===== config.mk =====
export PLATFORM = sky130hd
export DESIGN_NAME = cpu_port
export DESIGN_NICKNAME = d
export VERILOG_FILES = /design/src/design/cache_pkg.sv /design/src/design/cpu_port.sv
export SDC_FILE = /design/constraint.sdc
export NUM_CORES = 1
export LEC_CHECK = 0
export BUFFER_PORTS_ARGS = -buffer_cell sky130_fd_sc_hd__buf_2
export CAP_MARGIN = 20
export CORE_UTILIZATION = 40
export DETAILED_ROUTE_END_ITERATION = 6
export HOLD_SLACK_MARGIN = 0.05
export MAX_ROUTING_LAYER = met4
export PLACE_DENSITY = 0.77
export RECOVER_POWER = 50
export SYNTH_ARGS = -nofsm -noshare
export SYNTH_HDL_FRONTEND = slang
export SYNTH_SLANG_ARGS = --single-unit

===== constraint.sdc =====
create_clock -name clk_128 -period 13.2 [get_ports clk_128]
set_input_delay 2.64 -clock clk_128 [delete_from_list [all_inputs] [get_ports clk_128]]
set_output_delay 2.64 -clock clk_128 [all_outputs]
set_load 0.005 [all_outputs]

===== src/design/cache_pkg.sv =====
package cache_pkg;

   // the cache has 64 direct-mapped lines of four 16 bit words each
   localparam int line_bits  = 6;
   localparam int line_count = 1 << line_bits;

   // the cpu address counts 16 bit words
   localparam int addr_bits  = 23;

   // the two word select bits and the index bits are not kept in the tag
   localparam int tag_bits   = addr_bits - 2 - line_bits;

   // one cpu bus request, captured while req is high
   // ds bit 0 selects the upper byte and ds bit 1 the lower byte
   typedef struct packed {
      logic [addr_bits-1:0] addr;
      logic                 we;
      logic [1:0]           ds;
      logic [15:0]          wdata;
   } cpu_req_t;

   // the two things the ram bus is ever asked to do
   typedef enum logic {
      ram_read_line,
      ram_write_word
   } ram_op_e;

   // ram command, addr is the word address without the word select
   // a line read ignores word, ds and wdata
   typedef struct packed {
      logic                 strobe;
      ram_op_e              op;
      logic [addr_bits-3:0] addr;
      logic [1:0]           word;
      logic [1:0]           ds;
      logic [15:0]          wdata;
   } ram_req_t;

   typedef enum logic [2:0] {idle, lookup, compare, fill, write} cpu_state_e;

   typedef enum logic {ram_idle, ram_wait} ram_state_e;

endpackage


===== src/design/cpu_port.sv =====
`timescale 1ns/1ns

module cpu_port (
   input  logic                            clk_128,
   input  logic                            rst_n,
   input  logic                            req,
   input  cache_pkg::cpu_req_t             req_data,
   output logic                            busy,
   output logic                            done,
   output logic [15:0]                     rdata,
   output logic [cache_pkg::addr_bits-1:0] lookup_addr,
   output logic [1:0]                      ds,
   output logic [15:0]                     din16,
   output logic                            upd,
   input  logic                            hit,
   input  logic [15:0]                     dout,
   output logic                            fetch,
   output logic                            wr,
   input  logic                            fill_done,
   input  logic                            wr_done
);
   import cache_pkg::*;

   cpu_state_e state;
   cpu_state_e state_nxt;
   cpu_req_t   req_q;

   // the captured request is taken only in idle, so it stays put until done
   always_ff @(posedge clk_128) begin
      if (state == idle && req) begin
         req_q <= req_data;
      end
   end

   always_ff @(posedge clk_128) begin
      if (!rst_n) begin
         state <= idle;
      end else begin
         state <= state_nxt;
      end
   end

   // lookup gives the cache one cycle to read the line, compare decides
   // after a fill the request goes round through lookup again
   always_comb begin
      state_nxt = state;
      case (state)
         idle:    if (req) state_nxt = lookup;
         lookup:  state_nxt = compare;
         compare: begin
            if (req_q.we) begin
               state_nxt = write;
            end else if (hit) begin
               state_nxt = idle;
            end else begin
               state_nxt = fill;
            end
         end
         fill:    if (fill_done) state_nxt = lookup;
         write:   if (wr_done) state_nxt = idle;
         default: state_nxt = idle;
      endcase
   end

   // the cache always looks at the captured request
   assign lookup_addr = req_q.addr;
   assign ds          = req_q.ds;
   assign din16       = req_q.wdata;

   // strobes toward the cache and the ram sequencer, all from compare
   assign fetch = (state == compare) && !req_q.we && !hit;
   assign wr    = (state == compare) && req_q.we;
   assign upd   = (state == compare) && req_q.we && hit;

   // a read ends on a hit in compare, a write when the ram accepted it
   assign done  = ((state == compare) && !req_q.we && hit) || ((state == write) && wr_done);
   assign rdata = dout;
   assign busy  = (state != idle);

   // the cpu holds off while a request is in flight
   a_no_req_while_busy: assert property (
      @(posedge clk_128) disable iff (!rst_n) req |-> !busy);

endmodule


==> metrics.csv <==
metric;value;unit
Synth warnings;0;
register area;0.00132;mm2
Final ANT Viol Nets;0;
Post-Place Cells;214;
cts bufs inserted;5;
root buffer cell;clkbuf_8;
TritonCTS Sinks;45;
compound-gate portion of the synthesized area;1.95;%
combinational fraction of design power;9.4;%
most common cell after layout, fill and taps aside;buf_2;
final std cells w/o fill;222;
Vias;1000;
DR vias/cell;4.50;
post-synth cell types;21;
Initial Util;43.0;%
Final Cycle Share;44.2;%
RSZ-0062 raised after global routing;no;
Final TNS setup;0;ps
CTS Hold Bufs;0;
largest family of logic cells by synthesized area;buffers and inverters;
drt total wl;3310;um
met3 Resource Use GR;5.49;%
Tmin final;5830;ps
largest cells by area after synthesis;edfxtp_1 66%, buf_4 23%, dfxtp_1 3.1%;
CP arrival;3190;ps
Slew Viols, Final;32;
initial antenna violation count;0;
ant diodes;0;
peak supply drop;0.0000529;V
Gate Count Post-Synth;127;
number of global-route vias before repair;948;
Starting DRT DRC Count;62;
Adder-Cell Fraction of Synth Area;0;%
I/O Pins;126;
clk_lat worst skew;290;ps
Max-Cap Viols;1;
nets;233;
Slew HR;-6.58;%
DP Worst Slack;7450;ps
Synth Cell Area;0.00192;mm2
Sw Share;22.0;%
core area;0.00447;mm2
DIE HEIGHT;71.4;um
total gr overflow;0;
Net Sw Power;0.0000621;W
most frequent cells in the layout;91 x buf_2, 42 x edfxtp_1, 5 x clkbuf_8, 4 x clkbuf_1;
final setup violation count;0;
power share of the clock group;29.2;%
critical path required time;10560;ps
Core Rows;24;
CTS tree;built;
gpl congestion;0.706;
fill count;406;
# H-tree levels;2;
Clock Tree Buf Depth;2;
power density over the cells;134;mW/mm2
Worst-path clk slew;80;ps
kind of critical path;input port to primary output;
final setup skew;9.15;ps
Crit Path Max Fanout;5;
register area share after synthesis;68.7;%
sequential power share;61.4;%
Synth top area share;65.5;%
pin count of the biggest net entering global routing;32;
post-CTS setup buffers;0;
WL per Instance;14.9;um
mux contribution to synthesized area;0;%
Pint;0.000220;W
buffers added on ports;93;
Final Hold Vio Count;0;
cts repair resizes;0;
XOR/XNOR Fraction of Synth Area;0;%
drc violations;13;
endpoint type of the worst setup path;primary output;
syn avg cell area;15.2;um2
Pleak;0.890;nW
outcome;finished with violations;
met1 Use GR;12.8;%
Simple-Gate Fraction of Synth Area;6.05;%
Synth area leader;edfxtp_1;
CP Launch Type;input port;
highest clock rate;171;MHz
DP Wirelength;2530;um
Die Width;71.4;um
failing checks;DRC, capacitance limit, slew limit;
Tot GR Track Use;13.4;%
DIE AREA;0.00509;mm2
grt peak-use layer;met2;
type of the most critical hold path;register to register;
syn nets;191;
worst-margin pin slew;1600;ps
area of the multi-input gates;154;um2
first-pass GRT wire length;4800;um
Synth Register Bits;45;
met2 usage;22.9;%
layout cells sized above 1;58.8;%
Pre-antenna DRT Iters;6;
Final WS setup;7370;ps
Synth-to-Final Area Change;9.43;%
## layout make-up
class | instances | area share (%)
Timing Repair Buffer | 95 | 22.3
Clock inverter | 3 | 1.07
Clock buffer | 5 | 3.27
Inverter | 1 | 0.178
Multi-Input combinational cell | 21 | 7.31
Tap cell | 52 | 3.09
Sequential cell | 45 | 62.7
## flip-flops by register name, indices dropped and copies added (netlist names)
signal and count:
req_q 1, din16 16, lookup_addr 23, state 3
ds 2
## stage by stage
stage	total power [W]	util [%]	cell area, um2	hold slack, ps
6_report	0.000282	47.1	2110	560
4_1_cts	0.000287	47.4	2120	559
5_1_grt	0.000297	47.1	2110	602
2_1_floorplan	0.000202	-	1920	529
3_3_place_gp	0.000204	45.4	2030	539
3_5_place_dp	0.000204	45.4	2030	548
## worst max-delay path: stages
cell and delay, ps:
clkbuf_1 180, nand4bb_1 120, a21oi_1 130, buf_2 120
## final timing paths
| path | from | endpoint | slack [ps] | depth (start not counted) |
|---|---|---|---|---|
| worst max-delay path | hit | done | 7370 | 4 |
| worst max register to register | state[2] | lookup_addr[2] | 10740 | 2 |
| worst min-delay path | state[0] | state[0] | 560 | 1 |
| worst min register to register | state[0] | state[0] | 560 | 1 |
## synth_stat cells, drive strengths merged
| master | instances |
|---|---|
| a21oi | 2 |
| and3 | 2 |
| and4 | 1 |
| buf | 59 |
| clkbuf | 1 |
| dfxtp | 3 |
| edfxtp | 42 |
| inv | 1 |
| nand2b | 1 |
| nand3 | 1 |
| nand3b | 3 |
| nand4bb | 2 |
| nor2 | 2 |
| nor3b | 1 |
| nor4b | 1 |
| o2111a | 1 |
| o21ba | 1 |
| o22ai | 1 |
| or3 | 1 |
| or3b | 1 |
## logic make-up after synthesis
group	after synthesis
flops	45
buf+inv	61
compound gates	5
simple gates	16
## power groups by stage
stage          Clock [W]  Combinational [W]  Sequential (W)
3_5_place_dp           0          0.0000277        0.000176
4_1_cts        0.0000862          0.0000278        0.000173
6_report       0.0000825          0.0000264        0.000173
5_1_grt        0.0000938          0.0000291        0.000175
2_1_floorplan          0          0.0000254        0.000176
3_3_place_gp           0          0.0000275        0.000176
## layer usage
metal	part of all wire, %	vias to the layer above
li1	-	471
met1	34	445
met2	52	76
met3	11	8
met4	3.1	0
met5	0	-
Note: power is estimated with default switching activity, not from simulation.
