[src/design/cache_pkg.sv]
package cache_pkg;

   // the cache has 64 direct-mapped lines of four 16 bit words each
   localparam int line_bits  = 6;
   localparam int line_count = 1 << line_bits;

   // the cpu address counts 16 bit words
   localparam int addr_bits  = 23;

   // the two word select bits and the index bits are not kept in the tag
   localparam int tag_bits   = addr_bits - 2 - line_bits;

   // one cpu bus request, captured while req is high
   // ds bit 0 selects the upper byte and ds bit 1 the lower byte
   typedef struct packed {
      logic [addr_bits-1:0] addr;
      logic                 we;
      logic [1:0]           ds;
      logic [15:0]          wdata;
   } cpu_req_t;

   // the two things the ram bus is ever asked to do
   typedef enum logic {
      ram_read_line,
      ram_write_word
   } ram_op_e;

   // ram command, addr is the word address without the word select
   // a line read ignores word, ds and wdata
   typedef struct packed {
      logic                 strobe;
      ram_op_e              op;
      logic [addr_bits-3:0] addr;
      logic [1:0]           word;
      logic [1:0]           ds;
      logic [15:0]          wdata;
   } ram_req_t;

   typedef enum logic [2:0] {idle, lookup, compare, fill, write} cpu_state_e;

   typedef enum logic {ram_idle, ram_wait} ram_state_e;

endpackage

[src/design/ram_sequencer.sv]
`timescale 1ns/1ns

module ram_sequencer (
   input  logic                clk_128,
   input  logic                rst_n,
   input  logic                fetch,
   input  logic                wr,
   input  cache_pkg::cpu_req_t req_data,
   output cache_pkg::ram_req_t ram_cmd,
   input  logic                ram_ack,
   input  logic [63:0]         ram_rdata,
   output logic                store,
   output logic [63:0]         din64,
   output logic                fill_done,
   output logic                wr_done
);
   import cache_pkg::*;

   ram_state_e state;
   logic       launch;
   logic       line_read;
   logic       acked;

   // only one command is ever outstanding on the ram bus
   assign launch    = (state == ram_idle) && (fetch || wr);
   assign acked     = (state == ram_wait) && ram_ack;
   assign line_read = (ram_cmd.op == ram_read_line);

   // the line goes into the cache on the ack cycle itself
   assign din64     = ram_rdata;
   assign store     = acked && line_read;
   assign fill_done = acked && line_read;
   assign wr_done   = acked && !line_read;

   always_ff @(posedge clk_128) begin
      // command payload, held stable until the next launch
      if (launch) begin
         ram_cmd.op    <= fetch ? ram_read_line : ram_write_word;
         ram_cmd.addr  <= req_data.addr[addr_bits-1:2];
         ram_cmd.word  <= fetch ? 2'd0 : req_data.addr[1:0];
         ram_cmd.ds    <= req_data.ds;
         ram_cmd.wdata <= req_data.wdata;
      end
      if (!rst_n) begin
         state          <= ram_idle;
         ram_cmd.strobe <= 1'b0;
      end else begin
         // strobe is high for the one cycle after launch
         ram_cmd.strobe <= launch;
         if (launch) begin
            state <= ram_wait;
         end else if (acked) begin
            state <= ram_idle;
         end
      end
   end

   // the cpu port never asks for a new transfer before the last one ended
   a_cmd_only_when_idle: assert property (
      @(posedge clk_128) disable iff (!rst_n) (fetch || wr) |-> state == ram_idle);

   // the ram answers only a command that was actually issued
   a_ack_only_when_waiting: assert property (
      @(posedge clk_128) disable iff (!rst_n) ram_ack |-> state == ram_wait);

endmodule

[config.mk]
export PLATFORM = sky130hd
export DESIGN_NAME = ram_sequencer
export DESIGN_NICKNAME = d
export VERILOG_FILES = /design/src/design/cache_pkg.sv /design/src/design/ram_sequencer.sv
export SDC_FILE = /design/constraint.sdc
export NUM_CORES = 1
export LEC_CHECK = 0
export ABC_AREA = 1
export BUFFER_PORTS_ARGS = -buffer_cell sky130_fd_sc_hd__buf_2
export CORE_AREA = 5 5 95 79
export CTS_CLUSTER_SIZE = 20
export DETAILED_ROUTE_END_ITERATION = 16
export DIE_AREA = 0 0 100 84
export GPL_TIMING_DRIVEN = 0
export HOLD_SLACK_MARGIN = 0.02
export PLACE_DENSITY = 0.74
export SKIP_LAST_GASP = 1
export SYNTH_ARGS = -nofsm -noshare
export SYNTH_HDL_FRONTEND = slang
export SYNTH_SLANG_ARGS = --single-unit
[constraint.sdc]
create_clock -name clk_128 -period 2.7 [get_ports clk_128]
set_input_delay 0.135 -clock clk_128 [delete_from_list [all_inputs] [get_ports clk_128]]
set_output_delay 0.135 -clock clk_128 [all_outputs]
set_load 0.01 [all_outputs]
==> impl_results.md, run 1 <==
- Syn Std Cell Area: 1863 sq um
- Total inserted antenna cells: 0
- Post-synthesis register bit count: between 40 and 50
- Post-placement cell count: around 370
- Largest net degree at the start of global routing: 25
- Kind of launch point of the worst setup path: register
- Clk_lat worst skew: roughly 0.28 ns
- Start of the worst register-to-register path: state
- Core outline area: 6588 sq um
- Mean cell area of the mapped netlist: between 10 and 15 sq um
- Die area: about 8400 sq um
- P per Cell Area: between 400 and 500 nW/um^2
- Startpoint-to-endpoint class of the critical path: reg2reg
- Synthesis-to-layout area growth: 75.02%
- Yosys warnings: 0
- Startpoint of the worst hold path: req_data[2]
- Antenna violations before repair: 0
- Fraction of final layout cells sized beyond drive strength 1: 71.17%
- Count of final hold-check violations: 0
- Via count of the first global-routing pass: approximately 1600
- Initial core utilization: around 28%
- Distinct cell type count of the synthesized netlist: 9
- Count of buffers inserted at the top-level ports: around 160
- Nets in the synthesized netlist: 236
- Via count: about 1500
- Period utilisation layout: about half
- Type of the most critical hold path: in2reg
- Max capacitance violation total: 0
- Pre-antenna DRT Iters: 2
- Post-synthesis cell count: around 130
- Count of clock tree sinks: 44
- Number of buffers added by the clock tree synthesis step: 5
- Minimum clock period after layout: ~1.4 ns
- RSZ-0062 raised after global routing: false
- Number of primary I/O pins: ~220
- Largest fanout on the critical path: 24
- Clk slew on worst S/H paths: 0.07 ns
- Worst reg-to-reg setup slack: ~1.3 ns
- CP required: 2.69 ns
- Cell row count: 27
- Routed len/inst: roughly 12 um
- Worst setup EP type: register
- Iteration-0 DRC count of the detailed router: 25
- Status: complete, no violations
- Post-cts sizing count: 0
- Cell at the root of the clock tree: sky130_fd_sc_hd__clkbuf_8
- Worst Hold Path Cells: 1
- Setup total negative slack: 0 ns
- Width of the chip: 100 um
- DRC violation count after routing: 0
- # fillers: 598
- Sequential cell area fraction in the yosys report: 69.85%
- Synth top area share: 67.70%
- Grt total ovfl: 0
- Count of pins over their slew limit: 0
- Relative slew slack: 61.07%
- Static Leak: between 1.5 and 2 nW
- Y dimension of the die: roughly 84 um
- Count of nets after finishing: ~440
- H-tree depth: 2
- Wire length of the first global-routing pass: 7507 um
- Dominant cells by area after synthesis: sky130_fd_sc_hd__edfxtp_1 (68%), sky130_fd_sc_hd__buf_4 (26%), sky130_fd_sc_hd__dfxtp_1 (2.1%)
- Count of nets left with antenna violations after detail routing: 0
- Capturing point of the worst reg2reg path: ram_cmd[37]
- CTS tree: built
- Dpl hpwl: between 4000 and 5000 um
- Largest area contributor in the synthesized netlist: sky130_fd_sc_hd__edfxtp_1
- Cell depth of the worst flop-to-flop path: 2
- Placer Congestion: 0.6564
- Vias per std cell: 3.705
- Data arrival time of the critical path: 1.39 ns
- Max VDD drop: about 0.00021 V
- Hold Path Sink: ram_cmd[2]
- Maximum clock skew at final layout: approximately 0.0013 ns
- Final setup fails: 0
- Longest Clk Path Bufs: 2
- Drt total wl: ~5000 um
- Transition time at the pin with the least slew margin: 0.5825 ns
- Overall Global Routing Usage: between 10 and 15%
- Max Clk Rate: 714.6 MHz
- Final Non-Filler Cells: around 410
==> state kept, by name, indices dropped and copies added, names as in the netlist <==
| name | flops |
|---|---|
| ram_cmd | 43 |
| state | 1 |
==> power by group <==
group	switching (mW)	leakage, nW	internal, mW	total (mW)
sequential	0.0138	0.428	0.811	0.824
clock	0.192	0.0552	0.274	0.466
combinational	0.145	1.15	0.193	0.337
total	0.350	1.63	1.28	1.63
==> layout by cell type, fill, tap and decap left out <==
master,n
sky130_fd_sc_hd__dfxtp_1,2
sky130_fd_sc_hd__nand2_1,2
sky130_fd_sc_hd__dlygate4sd3_1,37
sky130_fd_sc_hd__clkbuf_8,5
sky130_fd_sc_hd__buf_2,155
sky130_fd_sc_hd__clkinv_2,1
sky130_fd_sc_hd__nor2_1,4
sky130_fd_sc_hd__inv_1,6
sky130_fd_sc_hd__edfxtp_1,42
sky130_fd_sc_hd__nor3_2,1
sky130_fd_sc_hd__buf_4,65
sky130_fd_sc_hd__nor2_4,1
sky130_fd_sc_hd__buf_16,1
sky130_fd_sc_hd__bufinv_16,1
sky130_fd_sc_hd__clkbuf_1,1
sky130_fd_sc_hd__a21oi_2,1
sky130_fd_sc_hd__nor2_2,1
==> how the worst max path moves through the flow <==
stage,startpoint,end,cells past startpoint
after floorplan,state,ram_cmd[0],1
after detailed placement,state,ram_cmd[37],2
after CTS,state,ram_cmd[37],2
final,state,ram_cmd[37],2
after global placement,state,ram_cmd[1],1
after global routing,state,ram_cmd[5],2
==> routing by layer <==
layer | global-route usage (%) | routed length [um] | vias to the layer above
met2 | 19.99 | 2666 | 113
met4 | 3.672 | 54 | 0
met3 | 3.843 | 618 | 5
li1 | - | - | 748
met5 | 0 | 0 | -
met1 | 12.45 | 1784 | 664
==> repair_timing <==
item / 4_1_cts / 5_1_grt
endpoints found under the hold margin: 33 / 4
hold buffers: 33 / 4
setup buffers: 0 / 0
==> stage by stage <==
stage          power (mW)  cell area, sq um  worst slack [ns]  utilization [%]  hold slack [ns]
6_report            1.627              3261             1.301            49.50          0.03652
5_1_grt             1.715              3261             1.210            49.50          0.02181
4_1_cts             1.664              3221             1.239            48.89          0.02001
3_5_place_dp        1.141              2783             1.249            42.24           0.3138
3_3_place_gp        1.126              2748           -0.5187            41.71           0.3122
2_1_floorplan      0.9939              1863            0.1447                -           0.2339
==> logic make-up (layout without fill, tap and decap cells) <==
family	after synthesis	after routing	synth area share [%]
buffers and inverters	71	272	27.40
AND/OR/NAND/NOR	9	9	2.284
AO/OA/AOI/OAI	1	1	0.4702
flip-flops	44	44	69.85
==> synthesized netlist by cell type <==
library cell,instances
sky130_fd_sc_hd__a21oi_2,1
sky130_fd_sc_hd__buf_4,65
sky130_fd_sc_hd__dfxtp_1,2
sky130_fd_sc_hd__edfxtp_1,42
sky130_fd_sc_hd__inv_1,6
sky130_fd_sc_hd__nand2_1,2
sky130_fd_sc_hd__nor2_1,5
sky130_fd_sc_hd__nor2_2,1
sky130_fd_sc_hd__nor3_2,1
==> cell type report <==
| class | instances | area (sq um) | share of cell area (%) |
|---|---|---|---|
| flip-flops and latches | 44 | 1301 | 39.91 |
| clock inverters | 2 | 35.03 | 1.074 |
| repair buffers | 193 | 1174 | 35.99 |
| inverters | 6 | 22.52 | 0.6907 |
| well taps | 87 | 108.9 | 3.338 |
| clock buffers | 6 | 72.57 | 2.226 |
| multi-input cells | 10 | 58.81 | 1.804 |
| plain buffers | 65 | 488.0 | 14.97 |
==> worst max-delay path, stage by stage, from the launching register on <==
cell                      delay [ns]
sky130_fd_sc_hd__dfxtp_1        0.37
sky130_fd_sc_hd__nor2_4         0.50
sky130_fd_sc_hd__buf_16         0.24
Note: power is estimated with default switching activity, not from simulation.
==> inputs of run 2 (changes only) <==
--- a/config.mk
+++ b/config.mk
@@ -5,15 +5,15 @@
 export SDC_FILE = /design/constraint.sdc
 export NUM_CORES = 1
 export LEC_CHECK = 0
-export ABC_AREA = 1
+export ABC_AREA = 0
 export BUFFER_PORTS_ARGS = -buffer_cell sky130_fd_sc_hd__buf_2
-export CORE_AREA = 5 5 95 79
+export CORE_AREA = 5 5 94 79
 export CTS_CLUSTER_SIZE = 20
 export DETAILED_ROUTE_END_ITERATION = 16
-export DIE_AREA = 0 0 100 84
+export DIE_AREA = 0 0 99 84
 export GPL_TIMING_DRIVEN = 0
 export HOLD_SLACK_MARGIN = 0.02
-export PLACE_DENSITY = 0.74
+export PLACE_DENSITY = 0.75
 export SKIP_LAST_GASP = 1
 export SYNTH_ARGS = -nofsm -noshare
 export SYNTH_HDL_FRONTEND = slang
==> constraint.sdc (replaced) <==
create_clock -name clk_128 -period 1.25 [get_ports clk_128]
set_input_delay 0.0625 -clock clk_128 [delete_from_list [all_inputs] [get_ports clk_128]]
set_output_delay 0.0625 -clock clk_128 [all_outputs]
set_load 0.01 [all_outputs]
==> impl_results.md, run 2 <==
- Post-synthesis register bit count: 44
- Minimum clock period after layout: about 1.2 ns
- Cell row count: 27
- Worst path buffer plus inverter count: 0
- DRC violation count after routing: 0
- Area of the multi-input gates: about 71 sq um
- Kind of launch point of the worst setup path: register
- H-tree depth: 2
- Count of clock tree sinks: 44
- Dominant cells by area after synthesis: sky130_fd_sc_hd__edfxtp_1 (68%), sky130_fd_sc_hd__buf_4 (26%), sky130_fd_sc_hd__dfxtp_1 (2.2%)
- Count of final hold-check violations: 0
- P per Cell Area: between 1000 and 1500 nW/um^2
- Cell-by-cell trace of the critical path: nor2_4
- Synth top area share: approximately two thirds
- Largest area contributor in the synthesized netlist: sky130_fd_sc_hd__edfxtp_1
- Final worst slack: 0.03065 ns
- Comb pwr share: 20.3%
- Max VDD drop: around 0.00042 V
- Nets in the synthesized netlist: between 200 and 250
- Max capacitance violation total: 0
- Switching power total: around 800 uW
- Flop pwr share: between 50% and 60%
- Clk slew on worst S/H paths: around 0.080 ns
- Y dimension of the die: about 84 um
- Switching share of total power: about 22%
- Total inserted antenna cells: 0
- RSZ-0062 raised after global routing: true
- Sequential cell area fraction in the yosys report: a little over two thirds
- Relative slew slack: between 50 and 60%
- Mean cell area of the mapped netlist: about 16 sq um
- Status: complete, no violations
- Setup total negative slack: 0 ns
- Area of all sequential standard cells: ~1300 sq um
- Width of the chip: about 100 um
- Vias per std cell: ~3.8
- Cell depth of the worst flop-to-flop path: 1
- Via count: about 1500
- # fillers: between 500 and 600
- Worst reg-to-reg setup slack: slightly above 0.03 ns
- Count of pins over their slew limit: 0
- Syn Std Cell Area: ~1800 sq um
- Pre-antenna DRT Iters: 3
- Most used flip-flop cell after synthesis: sky130_fd_sc_hd__edfxtp_1
- Maximum clock skew at final layout: between 0.002 and 0.003 ns
- Grt total ovfl: 0
- Startpoint-to-endpoint class of the critical path: reg2reg
- Overall power: 3.536 mW
- Initial core utilization: between 20 and 30%
- Yosys warnings: 0
- Most common cell in the synthesized netlist: sky130_fd_sc_hd__buf_4
- Reg with most FFs: ram_cmd
- Largest net degree at the start of global routing: 22
- Count of buffers inserted at the top-level ports: approximately 160
- Fraction of final layout cells sized beyond drive strength 1: a little under three quarters
- Number of synthesized flops with an enable pin: 42
- Count of nets left with antenna violations after detail routing: 0
- Distinct cell type count of the synthesized netlist: 10
- Worst setup timing slack at the placement stage: -0.3462 ns
- Synthesis-to-layout area growth: 77.42%
- Design Area, Final: approximately 3300 sq um
- Die area: roughly 8300 sq um
- Start of the worst register-to-register path: state
- Clk pwr share: roughly 29%
- Critical path startpoint: state
- Cell at the root of the clock tree: sky130_fd_sc_hd__clkbuf_8
- Dpl hpwl: between 3000 and 4000 um
- Max Clk Rate: just over 800 MHz
- Largest fanout on the critical path: 21
- Overall Global Routing Usage: approximately 11%
- Type of the most critical hold path: in2reg
- Delay of the slowest cell on the worst path: roughly 0.47 ns
- Worst setup EP type: register
- Wire length of the first global-routing pass: between 7000 and 8000 um
- Count of buffers added by post-CTS timing repair for setup: 0
- Period utilisation layout: a little over nine tenths
- Most frequent standard cell in the layout excluding fill and tap cells: sky130_fd_sc_hd__buf_2
- Drt total wl: 5125 um
- Core outline area: 6520 sq um
- Antenna violations before repair: 0
- Count of nets after finishing: between 400 and 500
- Capturing point of the worst reg2reg path: ram_cmd[17]
- Placer Congestion: between 0.7 and 0.8
- Leading cell types in the layout, fill and taps excluded: sky130_fd_sc_hd__buf_2 (155), sky130_fd_sc_hd__buf_4 (65), sky130_fd_sc_hd__edfxtp_1 (42)
- Final setup fails: 0
- Largest registers: ram_cmd: 43 flops, state: 1 flops
- Data arrival time of the critical path: 1.15 ns
- Transition time at the pin with the least slew margin: between 0.5 and 0.6 ns
- Number of flip-flops in the largest register: 43
- Routed len/inst: between 10 and 15 um
- Placed instance area: between 2000 and 3000 sq um
- WP depth: 1
- Async set or reset register ratio after synthesis: 0%
- Number of buffers added by the clock tree synthesis step: 5
- Post-synthesis cell count: roughly 120
- Via count of the first global-routing pass: ~1700
- Cell type group with the largest total delay on the critical path: simple AND/OR/NAND/NOR gates
- Iteration-0 DRC count of the detailed router: 18
- CP required: approximately 1.2 ns
- CTS tree: built
- Longest Clk Path Bufs: 2
- Clk_lat worst skew: 0.28 ns
- Number of primary I/O pins: 221
- Cell Int Power: roughly 2.8 mW
- Static Leak: 1.617 nW
- Commonest cells post-synth: sky130_fd_sc_hd__buf_4 (65), sky130_fd_sc_hd__edfxtp_1 (42), sky130_fd_sc_hd__nor2_1 (3), sky130_fd_sc_hd__dfxtp_1 (2), sky130_fd_sc_hd__nor2b_1 (2)
- Cell type of the slowest stage on the worst timing path: sky130_fd_sc_hd__nor2_4
- Worst setup path endpoint: ram_cmd[17]
-- run 2: cell types whose count changed after synthesis, sizes merged --
| cell | delta |
|---|---|
| nor2b | +2 |
| nor3b | +1 |
| inv | -5 |
| o311a | +1 |
| nor3 | -1 |
| nand2 | -1 |
| a21oi | -1 |
| nor2 | -3 |
| and3 | +1 |
-- run 2: per-layer routing --
metal  GRT usage (%)  vias up  wire length [um]
met5               0        -                 0
met4           5.459        0               122
met3           2.757       10               517
met2           21.34      119              2708
met1           12.01      669              1777
li1                -      748                 -
-- run 2: final cells by class --
class | instances | share of cell area [%]
sequential | 44 | 39.85
timing repair buffer | 196 | 36.22
buffer | 65 | 14.90
tap | 87 | 3.324
multi-input combinational | 10 | 2.178
clock buffer | 5 | 2.102
clock inverter | 3 | 1.299
inverter | 1 | 0.1146
-- run 2: kinds of logic after synthesis --
logic type,share of synthesized area [%]
AOI/OAI and AO/OA,0.5424
buffers and inverters,26.64
and+or+nand+nor,2.305
DFF,70.51
-- run 2: timing repair --
action	in CTS	in global routing
gates resized for setup	1	1
setup endpoints to repair	42	23
gates cloned	1	0
hold buffers	41	0
endpoints found under the hold margin	40	0
-- run 2: power by group through the flow --
stage / combinational (mW) / clock, mW / sequential, mW
6_report: 0.718 / 1.04 / 1.78
4_1_cts: 0.731 / 1.08 / 1.78
3_5_place_dp: 0.622 / 0 / 1.82
5_1_grt: 0.778 / 1.13 / 1.79
3_3_place_gp: 0.612 / 0 / 1.81
2_1_floorplan: 0.264 / 0 / 1.88
-- run 2: through the flow --
step / std cells / util (%) / hold WS (ns)
2_1_floorplan: 119 / - / 0.1614
3_3_place_gp: 361 / 42.01 / 0.2394
3_5_place_dp: 361 / 42.01 / 0.2406
4_1_cts: 411 / 50.18 / 0.04425
5_1_grt: 411 / 50.22 / 0.06283
6_report: 411 / 50.22 / 0.05230
-- run 2: how the worst min path moves through the flow --
stage / start / to / slack (ns) / cells after the start
6_report: fetch / ram_cmd[41] / 0.05 / 2
3_3_place_gp: req_data[24] / ram_cmd[23] / 0.24 / 1
4_1_cts: fetch / ram_cmd[41] / 0.04 / 2
5_1_grt: fetch / ram_cmd[41] / 0.06 / 2
2_1_floorplan: req_data[0] / ram_cmd[0] / 0.16 / 0
3_5_place_dp: req_data[1] / ram_cmd[1] / 0.24 / 1
==> inputs of run 3 (changes only) <==
--- a/config.mk
+++ b/config.mk
@@ -6,14 +6,15 @@
 export NUM_CORES = 1
 export LEC_CHECK = 0
 export ABC_AREA = 0
-export BUFFER_PORTS_ARGS = -buffer_cell sky130_fd_sc_hd__buf_2
-export CORE_AREA = 5 5 94 79
+export ABC_CLOCK_PERIOD_IN_PS = 1250
+export CORE_AREA = 5 5 82 84
 export CTS_CLUSTER_SIZE = 20
 export DETAILED_ROUTE_END_ITERATION = 16
-export DIE_AREA = 0 0 99 84
+export DIE_AREA = 0 0 87 89
+export DONT_BUFFER_PORTS = 1
 export GPL_TIMING_DRIVEN = 0
 export HOLD_SLACK_MARGIN = 0.02
-export PLACE_DENSITY = 0.75
+export PLACE_DENSITY = 0.46
 export SKIP_LAST_GASP = 1
 export SYNTH_ARGS = -nofsm -noshare
 export SYNTH_HDL_FRONTEND = slang
==> impl_results.md, run 3 (synthesis results as in run 2) <==
- Cell type of the slowest stage on the worst timing path: sky130_fd_sc_hd__nor2_4
- Worst reg-to-reg setup slack: about 0.013 ns
- Drt total wl: 5821 um
- DRC violation count after routing: 0
- Final setup fails: 0
- Fraction of final layout cells sized beyond drive strength 1: around 45%
- Die area: 7743 sq um
- Cell type group with the largest total delay on the critical path: simple AND/OR/NAND/NOR gates
- Cell row count: 28
- Status: complete, no violations
- Antenna violations before repair: 1
- Area of the multi-input gates: between 70 and 80 sq um
- Routing usage on met3: approximately 8.6%
- Iteration-0 DRC count of the detailed router: 14
- Max VDD drop: roughly 0.00062 V
- Relative slew slack: between 50% and 60%
- Y dimension of the die: 89 um
- Type of the most critical hold path: in2reg
- H-tree depth: 2
- Most frequent standard cell in the layout excluding fill and tap cells: sky130_fd_sc_hd__buf_4
- CP required: roughly 1.2 ns
- Peak-usage layer in the global routing report: met2
- Count of clock tree sinks: between 40 and 50
- Reg with most FFs: ram_cmd
- Via count: 1033
- Placer Congestion: 0.7556
- Via count of the first global-routing pass: 1247
- Area of all sequential standard cells: 1305 sq um
- Leading cell types in the layout, fill and taps excluded: sky130_fd_sc_hd__buf_4 (65), sky130_fd_sc_hd__dlygate4sd3_1 (44), sky130_fd_sc_hd__edfxtp_1 (42)
- Largest fanout on the critical path: 21
- Count of final hold-check violations: 0
- Longest Clk Path Bufs: 2
- Pre-antenna DRT Iters: 4
- Max Clk Rate: between 800 and 900 MHz
- Overall Global Routing Usage: 13.11%
- Count of nets after finishing: 282
- Synthesis-to-layout area growth: 37.42%
- Worst path buffer plus inverter count: 0
- RSZ-0062 raised after global routing: true
- Delay of the slowest cell on the worst path: slightly below 0.5 ns
- Worst setup EP type: register
- M2 GR Usage: between 20% and 30%
- Minimum clock period after layout: about 1.2 ns
- Post-placement cell count: around 190
- Initial core utilization: 31.54%
- Final Non-Filler Cells: between 200 and 250
- Cell at the root of the clock tree: sky130_fd_sc_hd__clkbuf_8
- Kind of launch point of the worst setup path: register
- Data arrival time of the critical path: roughly 1.2 ns
- Number of flip-flops in the largest register: 43
- Static Leak: just over 1 nW
- Routed len/inst: roughly 24 um
- Startpoint-to-endpoint class of the critical path: reg2reg
- Largest registers: ram_cmd: 43 flops, state: 1 flops
- Period utilisation layout: 98.98%
- Maximum clock skew at final layout: 0.005056 ns
- P per Cell Area: about 1400 nW/um^2
- Transition time at the pin with the least slew margin: roughly 0.6 ns
- Met1 Use GR: 11.47%
- Vias per std cell: 4.182
- Wire length of the first global-routing pass: 7196 um
- Core outline area: slightly below 6000 sq um
- Clk slew on worst S/H paths: approximately 0.070 ns
- CTS tree: built
- # fillers: ~520
- Cell-by-cell trace of the critical path: nor2_4
- Largest net degree at the start of global routing: 22
- Width of the chip: 87 um
- Number of primary I/O pins: 221
- Clk_lat worst skew: approximately 0.28 ns
- Count of buffers inserted at the top-level ports: 0
- Grt total ovfl: 0
- Setup total negative slack: 0 ns
- Max capacitance violation total: 0
- Count of nets left with antenna violations after detail routing: 0
- Number of buffers added by the clock tree synthesis step: 5
- Count of pins over their slew limit: 0
run 3: metal layers:
layer	wire (um)	part of all wire (%)
met2	3227	55
met1	1711	29
met3	852	15
met4	29	0.50
met5	0	0
run 3: worst paths after layout:
kind | startpoint | cells past startpoint | to
hold reg to reg | state | 1 | ram_cmd[42]
hold / removal | req_data[19] | 1 | ram_cmd[18]
setup / recovery | state | 1 | ram_cmd[3]
setup reg to reg | state | 1 | ram_cmd[3]
run 3: cell type report:
cell class	count	area share, %
Inverter	1	0.1480
Sequential cell	44	51.46
Clock buffer	5	2.713
Multi-Input combinational cell	10	2.911
Timing Repair Buffer	44	17.37
Clock inverter	2	2.368
Antenna cell	1	0.09867
Buffer	65	19.24
Tap cell	75	3.700
run 3: repair_timing:
action	4_1_cts	5_1_grt
gates cloned	1	0
hold buffers	44	0
pin swaps	2	1
resized for setup	2	1
buffers inserted	0	0
hold endpoints to repair	44	0
setup endpoints to repair	43	43
run 3: power by group:
group | total [mW] | internal [mW] | switching (mW)
registers | 1.87 | 1.76 | 0.115
clock network | 1.22 | 0.786 | 0.436
logic | 0.421 | 0.235 | 0.186
run 3: metrics by stage:
stage               utilization [%]  hold slack (ns)  power (mW)  setup slack (ns)  cell area, sq um
floorplan                         -           0.1614       2.142           -0.1093              1854
global placement              33.30           0.1614       2.208           -0.3048              1948
detailed placement            33.30           0.1614       2.214           -0.3908              1948
CTS                           43.26          0.02398       3.590          -0.01747              2531
global route                  43.35          0.05981       3.675          -0.02919              2536
finish                        43.35          0.04240       3.517           0.01273              2536
